$ cat config.mk
export PLATFORM = sky130hd
export DESIGN_NAME = up_core
export DESIGN_NICKNAME = d
export VERILOG_FILES = /design/src/up_pkg.sv /design/src/up_alu.sv /design/src/up_datapath.sv /design/src/up_ctrl.sv /design/src/up_core.sv
export SDC_FILE = /design/constraint.sdc
export NUM_CORES = 1
export LEC_CHECK = 0
export ABC_AREA = 0
export CAP_MARGIN = 40
export CORE_ASPECT_RATIO = 0.5
export CORE_MARGIN = 3
export CORE_UTILIZATION = 47
export CTS_CLUSTER_DIAMETER = 150
export DETAILED_ROUTE_END_ITERATION = 10
export DONT_BUFFER_PORTS = 1
export PLACE_DENSITY = 0.64
export SYNTH_ARGS = -nofsm -noshare
export SYNTH_HDL_FRONTEND = slang
export SYNTH_SLANG_ARGS = --single-unit
$ cat constraint.sdc
create_clock -name clk -period 5.8 [get_ports clk]
set_input_delay 0.29 -clock clk [delete_from_list [all_inputs] [get_ports clk]]
set_output_delay 0.29 -clock clk [all_outputs]
set_load 0.005 [all_outputs]
$ cat src/up_pkg.sv
package up_pkg;

   localparam int DATA_W  = 8;
   localparam int NIB_W   = 4;
   localparam int REG_W   = 2;

   typedef logic [DATA_W-1:0] byte_t;   // Data and address word
   typedef logic [NIB_W-1:0]  nibble_t; // One instruction field
   typedef logic [REG_W-1:0]  reg_idx_t;

   // Opcode nibbles, two per program byte
   typedef enum nibble_t {
      op_add    = 4'h0,
      op_sub    = 4'h1,
      op_mul    = 4'h2,
      op_nand   = 4'h3,
      op_swap01 = 4'h4,
      op_swap12 = 4'h5,
      op_swap23 = 4'h6,
      op_beq    = 4'h7,
      op_nop8   = 4'h8,
      op_nop9   = 4'h9,
      op_pop    = 4'hA,
      op_push   = 4'hB,
      op_load   = 4'hC,
      op_store  = 4'hD,
      op_in     = 4'hE,
      op_nopf   = 4'hF
   } opcode_t;

   typedef enum logic [3:0] {
      load0  = 4'd0,
      load1  = 4'd1,
      load2  = 4'd2,
      load3  = 4'd3,
      load4  = 4'd4,
      fetch  = 4'd5,
      decode = 4'd6,
      exec1  = 4'd7,
      exec2  = 4'd8,
      exec3  = 4'd9
   } state_t;

   typedef enum logic [4:0] {
      add      = 5'd0,
      sub      = 5'd1,
      mul      = 5'd2,
      nand_op  = 5'd3,
      xor01    = 5'd4,
      xor12    = 5'd5,
      xor23    = 5'd6,
      const0   = 5'd7,
      const1   = 5'd8,
      const2   = 5'd9,
      const3   = 5'd10,
      pc_byte  = 5'd11, // Byte address of the pc nibble
      pc_inc   = 5'd12,
      pass_r3  = 5'd13,
      pass_r2  = 5'd14,
      sp_inc   = 5'd15,
      sp_pass  = 5'd16,
      sp_dec   = 5'd17,
      pass_mem = 5'd18
   } alu_op_t;

endpackage

$ cat src/up_alu.sv
`timescale 1ns/10ps

module up_alu import up_pkg::*; (
   input  alu_op_t alu_op,
   input  byte_t   r0,
   input  byte_t   r1,
   input  byte_t   r2,
   input  byte_t   r3,
   input  byte_t   pc,
   input  byte_t   sp,
   input  byte_t   mem_rdata,
   output byte_t   result
);

   byte_t prod;

   assign prod = r1 * r2; // Low byte only

   always_comb begin
      case (alu_op)
         add:      result = r1 + r2;
         sub:      result = r1 - r2;
         mul:      result = prod;
         nand_op:  result = ~(r1 & r2);

         // Swap steps
         xor01:    result = r0 ^ r1;
         xor12:    result = r1 ^ r2;
         xor23:    result = r2 ^ r3;

         const0:   result = 8'h00;
         const1:   result = 8'h01;
         const2:   result = 8'h02;
         const3:   result = 8'h03;

         pc_byte:  result = {1'b0, pc[7:1]}; // Nibble to byte address
         pc_inc:   result = pc + 8'd1;
         pass_r3:  result = r3;
         pass_r2:  result = r2;
         sp_inc:   result = sp + 8'd1;
         sp_pass:  result = sp;
         sp_dec:   result = sp - 8'd1;
         default:  result = mem_rdata;
      endcase
   end

endmodule

$ cat src/up_datapath.sv
`timescale 1ns/10ps

module up_datapath import up_pkg::*; #(
   parameter byte_t PC_RESET = 8'h08,
   parameter byte_t SP_RESET = 8'hFF
) (
   input  logic     clk,
   input  logic     nRst,
   input  alu_op_t  alu_op,
   input  logic     ir_we,
   input  logic     pc_we,
   input  logic     sp_we,
   input  logic     ale,
   input  logic     rf_we,
   input  logic     rf_from_alu,
   input  reg_idx_t rf_idx,
   input  byte_t    mem_rdata,
   output byte_t    mem_addr,
   output byte_t    mem_wdata,
   output logic     pc_odd,
   output logic     eq
);

   byte_t r0;
   byte_t r1;
   byte_t r2;
   byte_t r3;
   byte_t pc;
   byte_t sp;
   byte_t addr_latch;
   byte_t result;
   byte_t rf_wdata;
   logic  eq_flag;

   up_alu alu_inst (
      .alu_op    (alu_op),
      .r0        (r0),
      .r1        (r1),
      .r2        (r2),
      .r3        (r3),
      .pc        (pc),
      .sp        (sp),
      .mem_rdata (mem_rdata),
      .result    (result)
   );

   assign rf_wdata = rf_from_alu ? result : mem_rdata;

   always_ff @(posedge clk) begin
      if (rf_we) begin
         case (rf_idx)
            2'd0: r0 <= rf_wdata;
            2'd1: r1 <= rf_wdata;
            2'd2: r2 <= rf_wdata;
            2'd3: r3 <= rf_wdata;
         endcase
      end
   end

   always_ff @(posedge clk or negedge nRst) begin
      if (!nRst) begin
         pc         <= PC_RESET;
         sp         <= SP_RESET;
         addr_latch <= 8'h00;
         eq_flag    <= 1'b0;
      end else begin
         if (pc_we)
            pc <= result;
         if (sp_we)
            sp <= result;
         if (ale)
            addr_latch <= result;
         // Sampled at decode, registers are stable until exec1
         if (ir_we)
            eq_flag <= (r1 == r2);
      end
   end

   assign mem_addr  = addr_latch;
   assign mem_wdata = result;
   assign pc_odd    = pc[0];
   assign eq        = eq_flag;

endmodule

$ cat src/up_ctrl.sv
`timescale 1ns/10ps

module up_ctrl import up_pkg::*; (
   input  logic     clk,
   input  logic     nRst,
   input  byte_t    mem_rdata,
   input  logic     pc_odd,
   input  logic     eq,
   output alu_op_t  alu_op,
   output logic     ir_we,
   output logic     pc_we,
   output logic     sp_we,
   output logic     ale,
   output logic     rf_we,
   output logic     rf_from_alu,
   output logic     mem_we,
   output reg_idx_t rf_idx
);

   state_t  state;
   state_t  state_nxt;
   opcode_t ir;

   always_ff @(posedge clk or negedge nRst) begin
      if (!nRst) begin
         state <= load0;
         ir    <= op_add;
      end else begin
         state <= state_nxt;
         if (ir_we)
            ir <= opcode_t'(pc_odd ? mem_rdata[3:0] : mem_rdata[7:4]);
      end
   end

   always_comb begin
      alu_op      = pass_mem;
      ir_we       = 1'b0;
      pc_we       = 1'b0;
      sp_we       = 1'b0;
      ale         = 1'b0;
      rf_we       = 1'b0;
      rf_from_alu = 1'b1;
      rf_idx      = 2'd0;
      mem_we      = 1'b0;
      state_nxt   = fetch;
      case (state)
         load0: begin
            alu_op    = const0;
            ale       = 1'b1;
            state_nxt = load1;
         end
         load1, load2, load3, load4: begin
            // Register byte arrives one state after its address
            rf_we       = 1'b1;
            rf_from_alu = 1'b0;
            rf_idx      = reg_idx_t'(state - load1);
            ale         = 1'b1;
            case (state)
               load1:   alu_op = const1;
               load2:   alu_op = const2;
               load3:   alu_op = const3;
               default: alu_op = pc_byte;
            endcase
            state_nxt = (state == load4) ? fetch : state_t'(state + 4'd1);
         end
         fetch: begin
            alu_op    = pc_byte;
            ale       = 1'b1;
            state_nxt = decode;
         end
         decode: begin
            alu_op    = pc_inc;
            ir_we     = 1'b1;
            pc_we     = 1'b1;
            state_nxt = exec1;
         end
         exec1: begin
            state_nxt = exec2;
            case (ir)
               op_add, op_sub, op_mul, op_nand: begin
                  case (ir)
                     op_add:  alu_op = add;
                     op_sub:  alu_op = sub;
                     op_mul:  alu_op = mul;
                     default: alu_op = nand_op;
                  endcase
                  rf_we     = 1'b1;
                  state_nxt = fetch;
               end
               op_swap01: begin
                  alu_op = xor01;
                  rf_we  = 1'b1;
               end
               op_swap12: begin
                  alu_op = xor12;
                  rf_we  = 1'b1;
                  rf_idx = 2'd1;
               end
               op_swap23: begin
                  alu_op = xor23;
                  rf_we  = 1'b1;
                  rf_idx = 2'd2;
               end
               op_beq: begin
                  alu_op    = pass_r3;
                  pc_we     = eq;
                  state_nxt = fetch;
               end
               op_pop: begin
                  alu_op = sp_inc; // Pre-increment, address follows sp
                  sp_we  = 1'b1;
                  ale    = 1'b1;
               end
               op_push: begin
                  alu_op = sp_pass;
                  ale    = 1'b1;
               end
               op_load, op_store: begin
                  alu_op = pass_r3;
                  ale    = 1'b1;
               end
               op_in: begin
                  alu_op = const0;
                  ale    = 1'b1;
               end
               default: state_nxt = fetch; // Opcodes 8, 9, F
            endcase
         end
         exec2: begin
            case (ir)
               op_swap01: begin
                  alu_op    = xor01;
                  rf_we     = 1'b1;
                  rf_idx    = 2'd1;
                  state_nxt = exec3;
               end
               op_swap12: begin
                  alu_op    = xor12;
                  rf_we     = 1'b1;
                  rf_idx    = 2'd2;
                  state_nxt = exec3;
               end
               op_swap23: begin
                  alu_op    = xor23;
                  rf_we     = 1'b1;
                  rf_idx    = 2'd3;
                  state_nxt = exec3;
               end
               op_push: begin
                  alu_op    = sp_dec;
                  sp_we     = 1'b1;
                  state_nxt = exec3;
               end
               op_pop, op_load: begin
                  rf_we       = 1'b1;
                  rf_from_alu = 1'b0;
                  rf_idx      = 2'd2;
               end
               op_store: begin
                  alu_op = pass_r2;
                  mem_we = 1'b1;
               end
               op_in: begin
                  rf_we       = 1'b1;
                  rf_from_alu = 1'b0;
               end
               default: ;
            endcase
         end
         exec3: begin
            case (ir)
               op_swap01: begin
                  alu_op = xor01;
                  rf_we  = 1'b1;
               end
               op_swap12: begin
                  alu_op = xor12;
                  rf_we  = 1'b1;
                  rf_idx = 2'd1;
               end
               op_swap23: begin
                  alu_op = xor23;
                  rf_we  = 1'b1;
                  rf_idx = 2'd2;
               end
               op_push: begin
                  alu_op = pass_r2; // Latch still holds the old sp
                  mem_we = 1'b1;
               end
               default: ;
            endcase
         end
         default: state_nxt = fetch;
      endcase
   end

endmodule

$ cat src/up_core.sv
`timescale 1ns/10ps

module up_core import up_pkg::*; #(
   parameter byte_t PC_RESET = 8'h08, // Nibble address of the first opcode
   parameter byte_t SP_RESET = 8'hFF
) (
   input  logic  clk,
   input  logic  nRst,
   input  byte_t mem_rdata,
   output byte_t mem_addr,
   output byte_t mem_wdata,
   output logic  mem_we
);

   alu_op_t  alu_op;
   logic     ir_we;
   logic     pc_we;
   logic     sp_we;
   logic     ale;
   logic     rf_we;
   logic     rf_from_alu;
   reg_idx_t rf_idx;
   logic     pc_odd;
   logic     eq;

   up_ctrl ctrl_inst (
      .clk         (clk),
      .nRst        (nRst),
      .mem_rdata   (mem_rdata),
      .pc_odd      (pc_odd),
      .eq          (eq),
      .alu_op      (alu_op),
      .ir_we       (ir_we),
      .pc_we       (pc_we),
      .sp_we       (sp_we),
      .ale         (ale),
      .rf_we       (rf_we),
      .rf_from_alu (rf_from_alu),
      .mem_we      (mem_we),
      .rf_idx      (rf_idx)
   );

   up_datapath #(
      .PC_RESET (PC_RESET),
      .SP_RESET (SP_RESET)
   ) datapath_inst (
      .clk         (clk),
      .nRst        (nRst),
      .alu_op      (alu_op),
      .ir_we       (ir_we),
      .pc_we       (pc_we),
      .sp_we       (sp_we),
      .ale         (ale),
      .rf_we       (rf_we),
      .rf_from_alu (rf_from_alu),
      .rf_idx      (rf_idx),
      .mem_rdata   (mem_rdata),
      .mem_addr    (mem_addr),
      .mem_wdata   (mem_wdata),
      .pc_odd      (pc_odd),
      .eq          (eq)
   );

endmodule

== Word level (Yosys, flattened, before mapping) ==
Index checks and enable logic that the tools add are counted.
Widths: inputs -> output; s select.
Word-level totals
  register bits after elaboration: 65
  word-level logic and storage cells: 118
  bits of input ports: 10
  bits in read-only memories: 0
  memories: 0
  latch bits: 0
  RAM bits: 0
  output and inout port bits: 17
Operators by class
  bitwise operators: 5
  reduce and logical (&&, ||, !) cells: 21
  multipliers: 1
  add/sub/neg operators: 7
  order comparisons: 0
  div/mod/pow operators: 0
  muxes and demuxes: 32
  eq/ne operators: 42
  shift-type cells: 0
Operator list (number)
  $pmux 8 s18: 1
  $eq 5x4->1 const B: 8
  $pmux 5 s8: 1
  $pmux 5 s7: 1
  $eq 4x3->1 const B: 8
  $eq 4x4->1 const B: 7
  $pmux 5 s5: 1
  $pmux 2 s3: 4
  $pmux 4 s6: 1
  $xor 8x8->8: 3
  $eq 5x3->1 const B: 4
  $pmux 5 s4: 1
  $add 8x1->8 const B: 2
  $eq 4x2->1 const B: 4
  $mux 4: 4
  $reduce_or 3->1: 4
  $reduce_or 4->1: 3
  $reduce_or 6->1: 2
  $eq 5x2->1 const B: 2
  $eq 5x5->1 const B: 2
  $mux 1: 10
  $pmux 1 s2: 5
  $add 8x8->8: 1
  $and 8x8->8: 1
  other kinds (22): 28

== Longest topological paths before layout ==
Gate-level depths: netlist of run 1.
  depth in word-level cells: 7
  gate-level depth with buffers: 19
  mapped depth without buffers: 18

== Cells and area by module ==
Synthesis of run 1 repeated with hierarchy kept, for this count alone.
Unflattened totals
  cells, all modules: 663
  area, all modules: 6082.1 um^2
By module, submodules not included
  up_alu: cells each 403, seq. area each 0.0 um^2, times used 1, area each 2849.0 um^2
  up_datapath: cells each 110, seq. area each 1597.8 um^2, times used 1, area each 2105.8 um^2
  up_ctrl: cells each 150, seq. area each 200.2 um^2, times used 1, area each 1127.3 um^2

== Worst setup path before layout of run 1 ==
OpenSTA, ideal clock, no wires.
  path kind: flip-flop to flip-flop
  from: register datapath_inst.r1[1]
  to: register datapath_inst.r0[7], data pin
  setup slack: 0.508 ns
  buffers on the path: 1
  library setup time: 0.271 ns
  required time: 5.529 ns
  period minus slack after synthesis: 5.292 ns
  data arrival time: 5.021 ns
  stages on the path, launching flop included: 18
  path through: edfxtp_1 buf_2 and2_1 ha_1 fa_1 ha_1 inv_1 fa_1 inv_1 fa_1 a21o_1 a21oi_1 xnor3_1 xnor3_1 nor4_1 a2111o_1 or4b_4 o32a_1
On the way
  longest elaborated chain between the ends: 3
  elaborated cells between the ends (all ways): 5
  those cells by class: add/sub: 2; mul: 1; mux: 2
RTL lines
  from (decl): line up_datapath.sv:25  | byte_t r1;
  from (signal assigned): line up_datapath.sv:53  | 2'd1: r1 <= rf_wdata;
  $mul 8x8->8, or another cell as far along: line up_alu.sv:17  | assign prod = r1 * r2;
  $pmux 8 s18 *: line up_alu.sv:20  | case (alu_op)
  $mux 8 *: line up_datapath.sv:47  | assign rf_wdata = rf_from_alu ? result : mem_rdata;
  net datapath_inst.rf_wdata[7]: line up_datapath.sv:32  | byte_t rf_wdata;
  to (signal assigned): line up_datapath.sv:52  | 2'd0: r0 <= rf_wdata;
  to (decl): line up_datapath.sv:24  | byte_t r0;
Mark *: on every way through the listed nets, which the timed path passes. The rest lies on a longest branch.
A chain may end at the register's enable or synchronous reset.

== Worst setup path in the final report of run 1 ==
  from: register datapath_inst.r2[4]
  to: output port mem_wdata[7]
On the way
  longest elaborated chain between the ends: 2
  elaborated cells between the ends (all ways): 4
  those cells by class: add/sub: 2; mul: 1; mux: 1
RTL lines
  from (decl): line up_datapath.sv:26  | byte_t r2;
  from (signal assigned): line up_datapath.sv:54  | 2'd2: r2 <= rf_wdata;
  $mul 8x8->8, or another cell as far along: line up_alu.sv:17
  $pmux 8 s18 *: line up_alu.sv:20
  to (decl): line up_core.sv:11  | output byte_t mem_wdata,
Every way passes the cells marked *; elsewhere a longest branch is shown, timed or not.

==> results_dict.tcl, run 1 <==
set metrics [dict create \
    die_w_um 171 \
    nNetsFinal 794 \
    overflow 0 \
    dp_slack_ns 0.242 \
    rows 29 \
    routed_via_density 6.43 \
    start_util 0.494 \
    worst_pin_slew_ns 0.870 \
    crit_start "datapath_inst.r2[4]" \
    avgRoutedWirePerCell_um 23.0 \
    io_pins 27 \
    worstPathMaxFanout 6 \
    finalClockSkew_ns 0.00729 \
    grt_pass1_vias 5474 \
    die_y_um 88.7 \
    synth_ff_type "edfxtp_1" \
    end_kind "output port" \
    synth_most_common_cell "nor2_1" \
    grt_max_degree 34 \
    ys_types 87 \
    crit_slowest_cell "or4b_4" \
    grt_use_total 0.277 \
    min_path_type "primary input to register" \
    io_buffers 0 \
    r2r_setup_slack_ns 0.38 \
    synth_top_area_frac 0.149 \
    synth_top_cell_by_area "edfxtp_1" \
    r2r-end "datapath_inst.r2[7]" \
    synth_cells 717 \
    synth_area_sq_um 6430 \
    placed_cells 872 \
    crit_path_end "mem_wdata[7]" \
    ys_seq_area_frac 0.280 \
    reg2reg_from "datapath_inst.r2[4]" \
    slowest_delay_ns 0.57 \
    min_period_over_period 0.970 \
    yosysWarnings 0 \
    clk_path_buf_depth 2 \
    hold_viol 0 \
    cts-buffers-inserted 9 \
    dpl.hpwl_um 16200 \
    syn_nets 784 \
    synth_edf_count 32 \
    final_max_slew_viol_count 0 \
    cts_tree "built" \
    htree_levels 3 \
    drt_iter0_markers 515 \
    drtPass1Iterations 5 \
    relSlewSlack 0.418 \
    antenna_found_initial 0 \
    clk_latency_ns 0.34 \
    gp_congestion 1.00 \
    crit_arrival_ns 5.33 \
    whs_ns 0.227 \
    ant_nets 0 \
    clockRootBuffer "clkbuf_16" \
    synthArstFlopShare 0.508 \
    critical_path_required_ns 5.51 \
    worstSetupPathType "register to output port" \
    fmax_mhz 178 \
    setup_viol 0 \
    synth_common_cells "nor2_1 (60), nand2_1 (54), ha_1 (42)" \
    synth_seq_cells 65 \
    avgSynthCellArea_sq_um 8.97 \
    path_cells "and2_1 -> fa_1 -> inv_1 -> fa_1 -> inv_1 -> fa_1 -> fa_1 -> ha_1 -> a21oi_2 -> xnor3_1 -> xnor3_1 -> nor4_1 -> a2111o_1 -> or4b_4 -> nor2_4 -> nor2_1" \
    final_util 0.543 \
    num_vias 5800 \
    final.setup.worst_slack_ns 0.177 \
    die_area_sq_um 15200 \
    drive_gt1_frac 0.145 \
    cts.sinks 65 \
    antennaDiodeCount 0 \
    core-area_sq_um 13000 \
    startpoint_type "register" \
    routed_wl_um 20800 \
    area_growth_pct 10.0 \
    drc_errors 0 \
    reg2regPathDepth 15 \
    status "completed" \
    finalCriticalPeriod_ns 5.62 \
    clk_pin_slew_ns 0.05 \
    ys_top_cells_by_area "edfxtp_1 (15%), dfrtp_1 (9.3%), ha_1 (8.2%), fa_1 (4.7%), xnor2_1 (4.4%)" \
    stdcell_count 902 \
    grt_pass1_wl_um 31600 \
    path_common_cell "fa_1" \
    cap_violations 0 \
]
==> cell type report <==
| cell class | instances | area (sq um) |
|---|---|---|
| clock inverters | 2 | 10.0 |
| inverters | 39 | 146 |
| repair buffers | 39 | 308 |
| clock buffers | 14 | 285 |
| well taps | 170 | 213 |
| flip-flops and latches | 65 | 1800 |
| fillers | 1205 | 5950 |
| multi-input cells | 573 | 4310 |
==> what timing repair did <==
action | CTS | global route
endpoints found under the setup margin | 1 | 1
pin swaps | 0 | 2
hold buffers | 2 | 0
setup buffers | 7 | 5
hold endpoints to repair | 33 | 0
gates resized for setup | 1 | 6
==> metal layers <==
layer  track usage  up-vias  routed length [um]
li1              -     2663                   -
met1         0.386     2809                9190
met2         0.420      290                8920
met3        0.0808       38                2150
met4        0.0854        0                 512
met5             0        -                   0
==> per-stage QoR <==
stage / setup TNS, ns / instance area [sq um]
after floorplan: 0 / 6430
after detailed placement: 0 / 6640
after global placement: 0 / 6620
final: 0 / 7070
after global routing: -0.00198 / 7070
after CTS: 0 / 7020
==> placed cells by master, fill, tap and decap left out, types with 11 or more instances in the layout <==
master	count
a21oi_1	39
and2_1	15
buf_4	37
dfrtp_1	24
edfxtp_1	32
fa_1	14
ha_1	41
inv_1	37
mux2_2	13
mux2i_1	16
nand2_1	54
nand2b_1	11
nand3_1	24
nor2_1	60
nor3_1	18
o21ai_0	26
o31ai_1	14
xnor2_1	32
xor2_1	15
==> flip-flops by register name, indices dropped and copies added (netlist names) <==
signal,count
datapath_inst.r2,8
datapath_inst.pc,8
datapath_inst.eq,1
datapath_inst.sp,8
datapath_inst.mem_addr,8
ctrl_inst.ir,4
datapath_inst.r1,8
ctrl_inst.state,4
datapath_inst.r3,8
datapath_inst.r0,8
==> worst min path at each step <==
| stage | from | to | cells after the start |
|---|---|---|---|
| floorplan | nRst | ctrl_inst.ir[0] | 0 |
| global placement | nRst | ctrl_inst.ir[2] | 0 |
| detailed placement | nRst | ctrl_inst.ir[2] | 0 |
| CTS | mem_rdata[4] | ctrl_inst.ir[0] | 2 |
| global route | mem_rdata[4] | ctrl_inst.ir[0] | 2 |
| finish | mem_rdata[5] | ctrl_inst.ir[1] | 2 |
==> worst max-delay path: cells and delay by family, from the launching register on <==
family	cells	cell delay [ns]
buf+inv	2	0.15
compound gates	2	0.61
xor+xnor	2	0.61
fa+ha+maj	5	2.06
flops	1	0.49
simple gates	5	1.06
==> kinds of logic (layout without fill, tap and decap cells) <==
| family | after synthesis | count (layout) | share of synthesized area |
|---|---|---|---|
| buffers and inverters | 79 | 94 | 0.0545 |
| multiplexers | 29 | 29 | 0.0477 |
| adder cells (fa/ha/maj) | 57 | 57 | 0.128 |
| flip-flops | 65 | 65 | 0.280 |
| AND/OR/NAND/NOR | 249 | 249 | 0.204 |
| XOR/XNOR | 49 | 49 | 0.0710 |
| AO/OA/AOI/OAI | 189 | 189 | 0.215 |
Power of run 1 is left out: the tool's default activity adds up to more than one toggle a clock period on the data nets, which glitch-free logic cannot reach.
==> inputs of run 2 (changes only) <==
ABC_AREA = 1   (was 0)
SLEW_MARGIN = 20   (was unset)
==> results_dict.tcl, run 2 <==
set metrics [dict create \
    status "completed" \
    end_kind "output port" \
    grt_max_degree 34 \
    rows 30 \
    cts-buffers-inserted 9 \
    clk_path_buf_depth 2 \
    ant_nets 0 \
    reg2regPathDepth 26 \
    synth_xor_area_frac 0.0524 \
    crit_arrival_ns 4.84 \
    min_path_cells 2 \
    synth_top_cell_by_area "edfxtp_1" \
    cts.sinks 65 \
    synthArstFlopShare 0.508 \
    fmax_mhz 195 \
    synth_ff_type "edfxtp_1" \
    hp-start "mem_rdata[3]" \
    synth_cells 948 \
    r2r-end "datapath_inst.r1[5]" \
    ys_top_cells_by_area "edfxtp_1 (14%), nand2_1 (14%), dfrtp_1 (9.0%), nand3_1 (8.6%), ha_1 (7.9%)" \
    holdPathEnd "ctrl_inst.ir[3]" \
    syn_nets 1015 \
    synth_seq_cells 65 \
    dpl.hpwl_um 15700 \
    ys_seq_area_frac 0.269 \
    synth_fa_ha_area_frac 0.124 \
    min_period_over_period 0.885 \
    grt_pass1_wl_um 31600 \
    drt_iter0_markers 733 \
    mostFrequentLayoutCell "nand2_1" \
    cts_tree "built" \
    worstSetupPathType "register to output port" \
    clk_pin_slew_ns 0.05 \
    synth_top_family_by_area "simple AND/OR/NAND/NOR gates" \
    htree_levels 3 \
    synth_edf_count 32 \
    io_pins 27 \
    hold_viol 0 \
    gp_congestion 0.971 \
    rsz0062_at_grt "false" \
    avgSynthCellArea_sq_um 7.05 \
    most-common-layout-cells "nand2_1 (252), inv_1 (127), nand3_1 (115)" \
    grt_pass1_vias 5828 \
    num_vias 6372 \
    r2r_setup_slack_ns 0.98 \
    drive_gt1_frac 0.0977 \
    placed_cells 1115 \
    io_buffers 0 \
    routed_wl_um 19900 \
    start_util 0.487 \
    final_max_slew_viol_count 0 \
    ys_types 43 \
    synth_most_common_cell "nand2_1" \
    startpoint_type "register" \
    drtPass1Iterations 5 \
    die_w_um 175 \
    drc_errors 0 \
    post_cts_buffers 0 \
    synth_mux_area_frac 0 \
    core-area_sq_um 13700 \
    cap_violations 0 \
    antenna_found_initial 0 \
    die_y_um 90.3 \
    avgRoutedWirePerCell_um 17.6 \
    min_path_type "primary input to register" \
    critical_path_required_ns 5.51 \
    worstPathMaxFanout 21 \
    final.setup.tns_ns 0 \
    grt_use_total 0.255 \
    overflow 0 \
    stdcell_count 1135 \
    area_growth_pct 5.90 \
    yosysWarnings 0 \
    num-fill-cells 1403 \
    reg2reg_from "ctrl_inst.state[0]" \
    nNetsFinal 1004 \
    whs_ns 0.143 \
    finalClockSkew_ns 0.00794 \
    clockRootBuffer "clkbuf_16" \
    finalCriticalPeriod_ns 5.13 \
    yosys.area_share.simple 0.389 \
    clk_latency_ns 0.33 \
    synth_area_sq_um 6690 \
    synth_common_cells "nand2_1 (252), inv_1 (127), nand3_1 (115)" \
    setup_viol 0 \
    synth_compound_area_frac 0.0560 \
    die_area_sq_um 15800 \
    routed_via_density 5.61 \
    synth_top_area_frac 0.144 \
    worst_pin_slew_ns 0.778 \
    relSlewSlack 0.482 \
]
[run 2: changes by cell type after synthesis, sizes merged, moves of 11 or more]
cell	change
a21oi	-17
inv	+105
mux2	-13
mux2i	-16
nand2	+207
nand2b	-11
nand3	+100
nand4	+50
nor2	+16
nor3	-16
o31ai	-15
xnor2	-24
xor2	+17
[run 2: logic make-up (layout without fill, tap and decap cells)]
family | after synthesis | after routing
fa+ha+maj | 57 | 57
buf+inv | 176 | 170
flops | 65 | 65
other cells | 0 | 1
compound gates | 67 | 67
xor+xnor | 40 | 40
simple gates | 543 | 543
[run 2: cell type report]
type / instances / area (sq um) / share of cell area
antenna: 1 / 2.50 / 0.000353
clock buffer: 10 / 229 / 0.0323
clock inverter: 6 / 35.0 / 0.00495
inverter: 146 / 548 / 0.0774
multi-input combinational: 707 / 4150 / 0.586
sequential: 65 / 1800 / 0.254
tap: 192 / 240 / 0.0339
timing repair buffer: 8 / 78.8 / 0.0111
[run 2: worst max-delay path, cell delays in order, from the launching register on]
cell	delay [ns]
dfrtp_1	0.39
inv_1	0.13
ha_1	0.25
inv_1	0.06
nor2_1	0.15
inv_2	0.06
nand2_2	0.14
nor2_2	0.06
a21oi_1	0.15
nand3_2	0.45
nor2_4	0.57
nand2_2	0.20
inv_2	0.21
ha_1	0.30
nand3_1	0.10
nand3_1	0.11
inv_1	0.09
nor2_1	0.04
inv_1	0.07
nand2_1	0.05
a21oi_1	0.15
xor2_1	0.16
a21oi_1	0.06
nor2_1	0.15
nand4_2	0.17
and2_1	0.21
[run 2: how the worst max path moves through the flow]
stage          slack (ns)                start                   to
5_1_grt              0.28   ctrl_inst.state[0]         mem_wdata[6]
3_3_place_gp         1.24  datapath_inst.r1[1]  datapath_inst.r0[7]
4_1_cts              0.76   ctrl_inst.state[0]         mem_wdata[6]
3_5_place_dp         1.12   ctrl_inst.state[0]  datapath_inst.r1[5]
2_1_floorplan        1.66  datapath_inst.r1[1]         mem_wdata[7]
6_report             0.67   ctrl_inst.state[0]         mem_wdata[5]
[run 2: timing repair]
action                                  in CTS  in global routing
endpoints found under the setup margin       0                  0
hold buffers                                 2                  0
resized for setup                            0                  0
endpoints found under the hold margin       33                  0
[run 2: layer usage]
| layer | vias to the layer above | global-route usage | wire, um |
|---|---|---|---|
| met4 | 0 | 0.0584 | 281 |
| li1 | 3077 | - | - |
| met1 | 2967 | 0.388 | 9520 |
| met2 | 299 | 0.367 | 8140 |
| met5 | - | 0 | 0 |
| met3 | 29 | 0.0550 | 1990 |
[run 2: per-stage QoR]
step / setup slack, ns / util / area (sq um)
6_report: 0.666 / 0.515 / 7080
5_1_grt: 0.276 / 0.515 / 7080
4_1_cts: 0.761 / 0.515 / 7070
3_5_place_dp: 1.12 / 0.493 / 6780
3_3_place_gp: 1.24 / 0.492 / 6760
2_1_floorplan: 1.66 / - / 6690
Power of run 2 is left out for the same reason.
==> inputs of run 3 (changes only) <==
CORE_MARGIN = unset   (was 3)
==> results_dict.tcl, run 3 (synthesis results as in run 2) <==
set metrics [dict create \
    status "completed" \
    routed_via_density 5.72 \
    worst_pin_slew_ns 0.814 \
    min_path_type "primary input to register" \
    fmax_mhz 201 \
    antennaDiodeCount 0 \
    cts-buffers-inserted 9 \
    finalClockSkew_ns 0.00989 \
    reg2regPathDepth 27 \
    hp-start "mem_rdata[2]" \
    final_max_slew_viol_count 0 \
    rows 30 \
    mostFrequentLayoutCell "nand2_1" \
    cts.sinks 65 \
    io_pins 27 \
    gp_congestion 0.978 \
    crit_arrival_ns 4.68 \
    htree_levels 3 \
    setup_viol 0 \
    drt_iter0_markers 757 \
    clockRootBuffer "clkbuf_16" \
    post_cts_resized 0 \
    die_area_sq_um 14700 \
    num-fill-cells 1355 \
    post_cts_buffers 0 \
    min_period_over_period 0.858 \
    die_y_um 86.3 \
    most-common-layout-cells "nand2_1 (252), inv_1 (127), nand3_1 (115)" \
    critical_path_required_ns 5.51 \
    drc_errors 0 \
    hold_viol 0 \
    clk_latency_ns 0.34 \
    dpl.hpwl_um 16000 \
    nNetsFinal 1003 \
    num_vias 6479 \
    worstSetupPathType "register to output port" \
    end_kind "output port" \
    antenna_found_initial 0 \
    r2r-end "datapath_inst.r3[5]" \
    relSlewSlack 0.455 \
    reg2reg_from "ctrl_inst.state[0]" \
    cts_tree "built" \
    drive_gt1_frac 0.0967 \
    clk_path_buf_depth 2 \
    startpoint_type "register" \
    area_growth_pct 6.16 \
    avgRoutedWirePerCell_um 18.0 \
    final.setup.tns_ns 0 \
    worstPathMaxFanout 21 \
    cap_violations 0 \
    finalCriticalPeriod_ns 4.97 \
    overflow 0 \
    io_buffers 0 \
    holdPathEnd "ctrl_inst.ir[2]" \
    grt_use_total 0.294 \
    ant_nets 0 \
    drtPass1Iterations 6 \
    die_w_um 171 \
    r2r_setup_slack_ns 1.14 \
    rsz0062_at_grt "false" \
    min_path_cells 2 \
    grt_max_degree 34 \
    start_util 0.488 \
    clk_pin_slew_ns 0.06 \
    grt_pass1_wl_um 32700 \
    routed_wl_um 20400 \
    grt_pass1_vias 5974 \
    core-area_sq_um 13700 \
]
## run 3: through the flow
| stage | utilization | setup WS [ns] | instances | area (sq um) | hold slack, ns |
|---|---|---|---|---|---|
| floorplan | - | 1.66 | 948 | 6690 | -0.00559 |
| global placement | 0.494 | 1.23 | 1114 | 6760 | -0.00477 |
| detailed placement | 0.495 | 1.21 | 1115 | 6780 | -0.00493 |
| CTS | 0.518 | 0.857 | 1133 | 7100 | 0.134 |
| global route | 0.518 | 0.382 | 1133 | 7100 | 0.153 |
| finish | 0.518 | 0.826 | 1133 | 7100 | 0.135 |
## run 3: final cells by class
| cell class | count | area [sq um] | share of cell area |
|---|---|---|---|
| clock buffer | 12 | 268 | 0.0377 |
| timing repair buffer | 7 | 71.3 | 0.0100 |
| clock inverter | 4 | 23.8 | 0.00335 |
| tap | 192 | 240 | 0.0339 |
| inverter | 146 | 548 | 0.0772 |
| sequential | 65 | 1800 | 0.253 |
| multi-input combinational | 707 | 4150 | 0.584 |
## run 3: worst max-delay path by stage
stage | startpoint | cells past startpoint | end | slack [ns]
after floorplan | datapath_inst.r1[1] | 20 | mem_wdata[7] | 1.66
after global placement | ctrl_inst.state[0] | 27 | datapath_inst.r1[5] | 1.23
after detailed placement | ctrl_inst.state[0] | 27 | datapath_inst.r1[5] | 1.21
after CTS | ctrl_inst.state[0] | 26 | mem_wdata[5] | 0.86
after global routing | ctrl_inst.state[0] | 26 | mem_wdata[5] | 0.38
final | ctrl_inst.state[0] | 26 | mem_wdata[5] | 0.83
## run 3: critical path, cell delays in order (launching register included)
cell     delay (ns)
dfrtp_1        0.41
inv_1          0.13
ha_1           0.25
inv_1          0.06
nor2_1         0.15
inv_2          0.06
nand2_2        0.15
nor2_2         0.06
a21oi_1        0.15
nand3_2        0.08
buf_4          0.23
nor2_4         0.42
nand2_2        0.22
inv_2          0.22
ha_1           0.30
nand3_1        0.10
nand3_1        0.12
inv_1          0.10
nor2_1         0.04
inv_1          0.06
nand2_1        0.05
a21oi_1        0.15
xor2_1         0.16
a21oi_1        0.05
nor2_1         0.16
nand4_2        0.21
and2_1         0.23
## run 3: what timing repair did
item	CTS	global route
hold buffers	2	0
endpoints found under the setup margin	0	0
hold endpoints to repair	33	0
## run 3: routing by layer
layer | routed length, um | vias to the layer above | track usage
met4 | 368 | 0 | 0.0811
met2 | 8430 | 335 | 0.433
met1 | 9490 | 3036 | 0.428
li1 | - | 3072 | -
met3 | 2140 | 36 | 0.0671
met5 | 0 | - | 0
Power of run 3 is left out for the same reason.
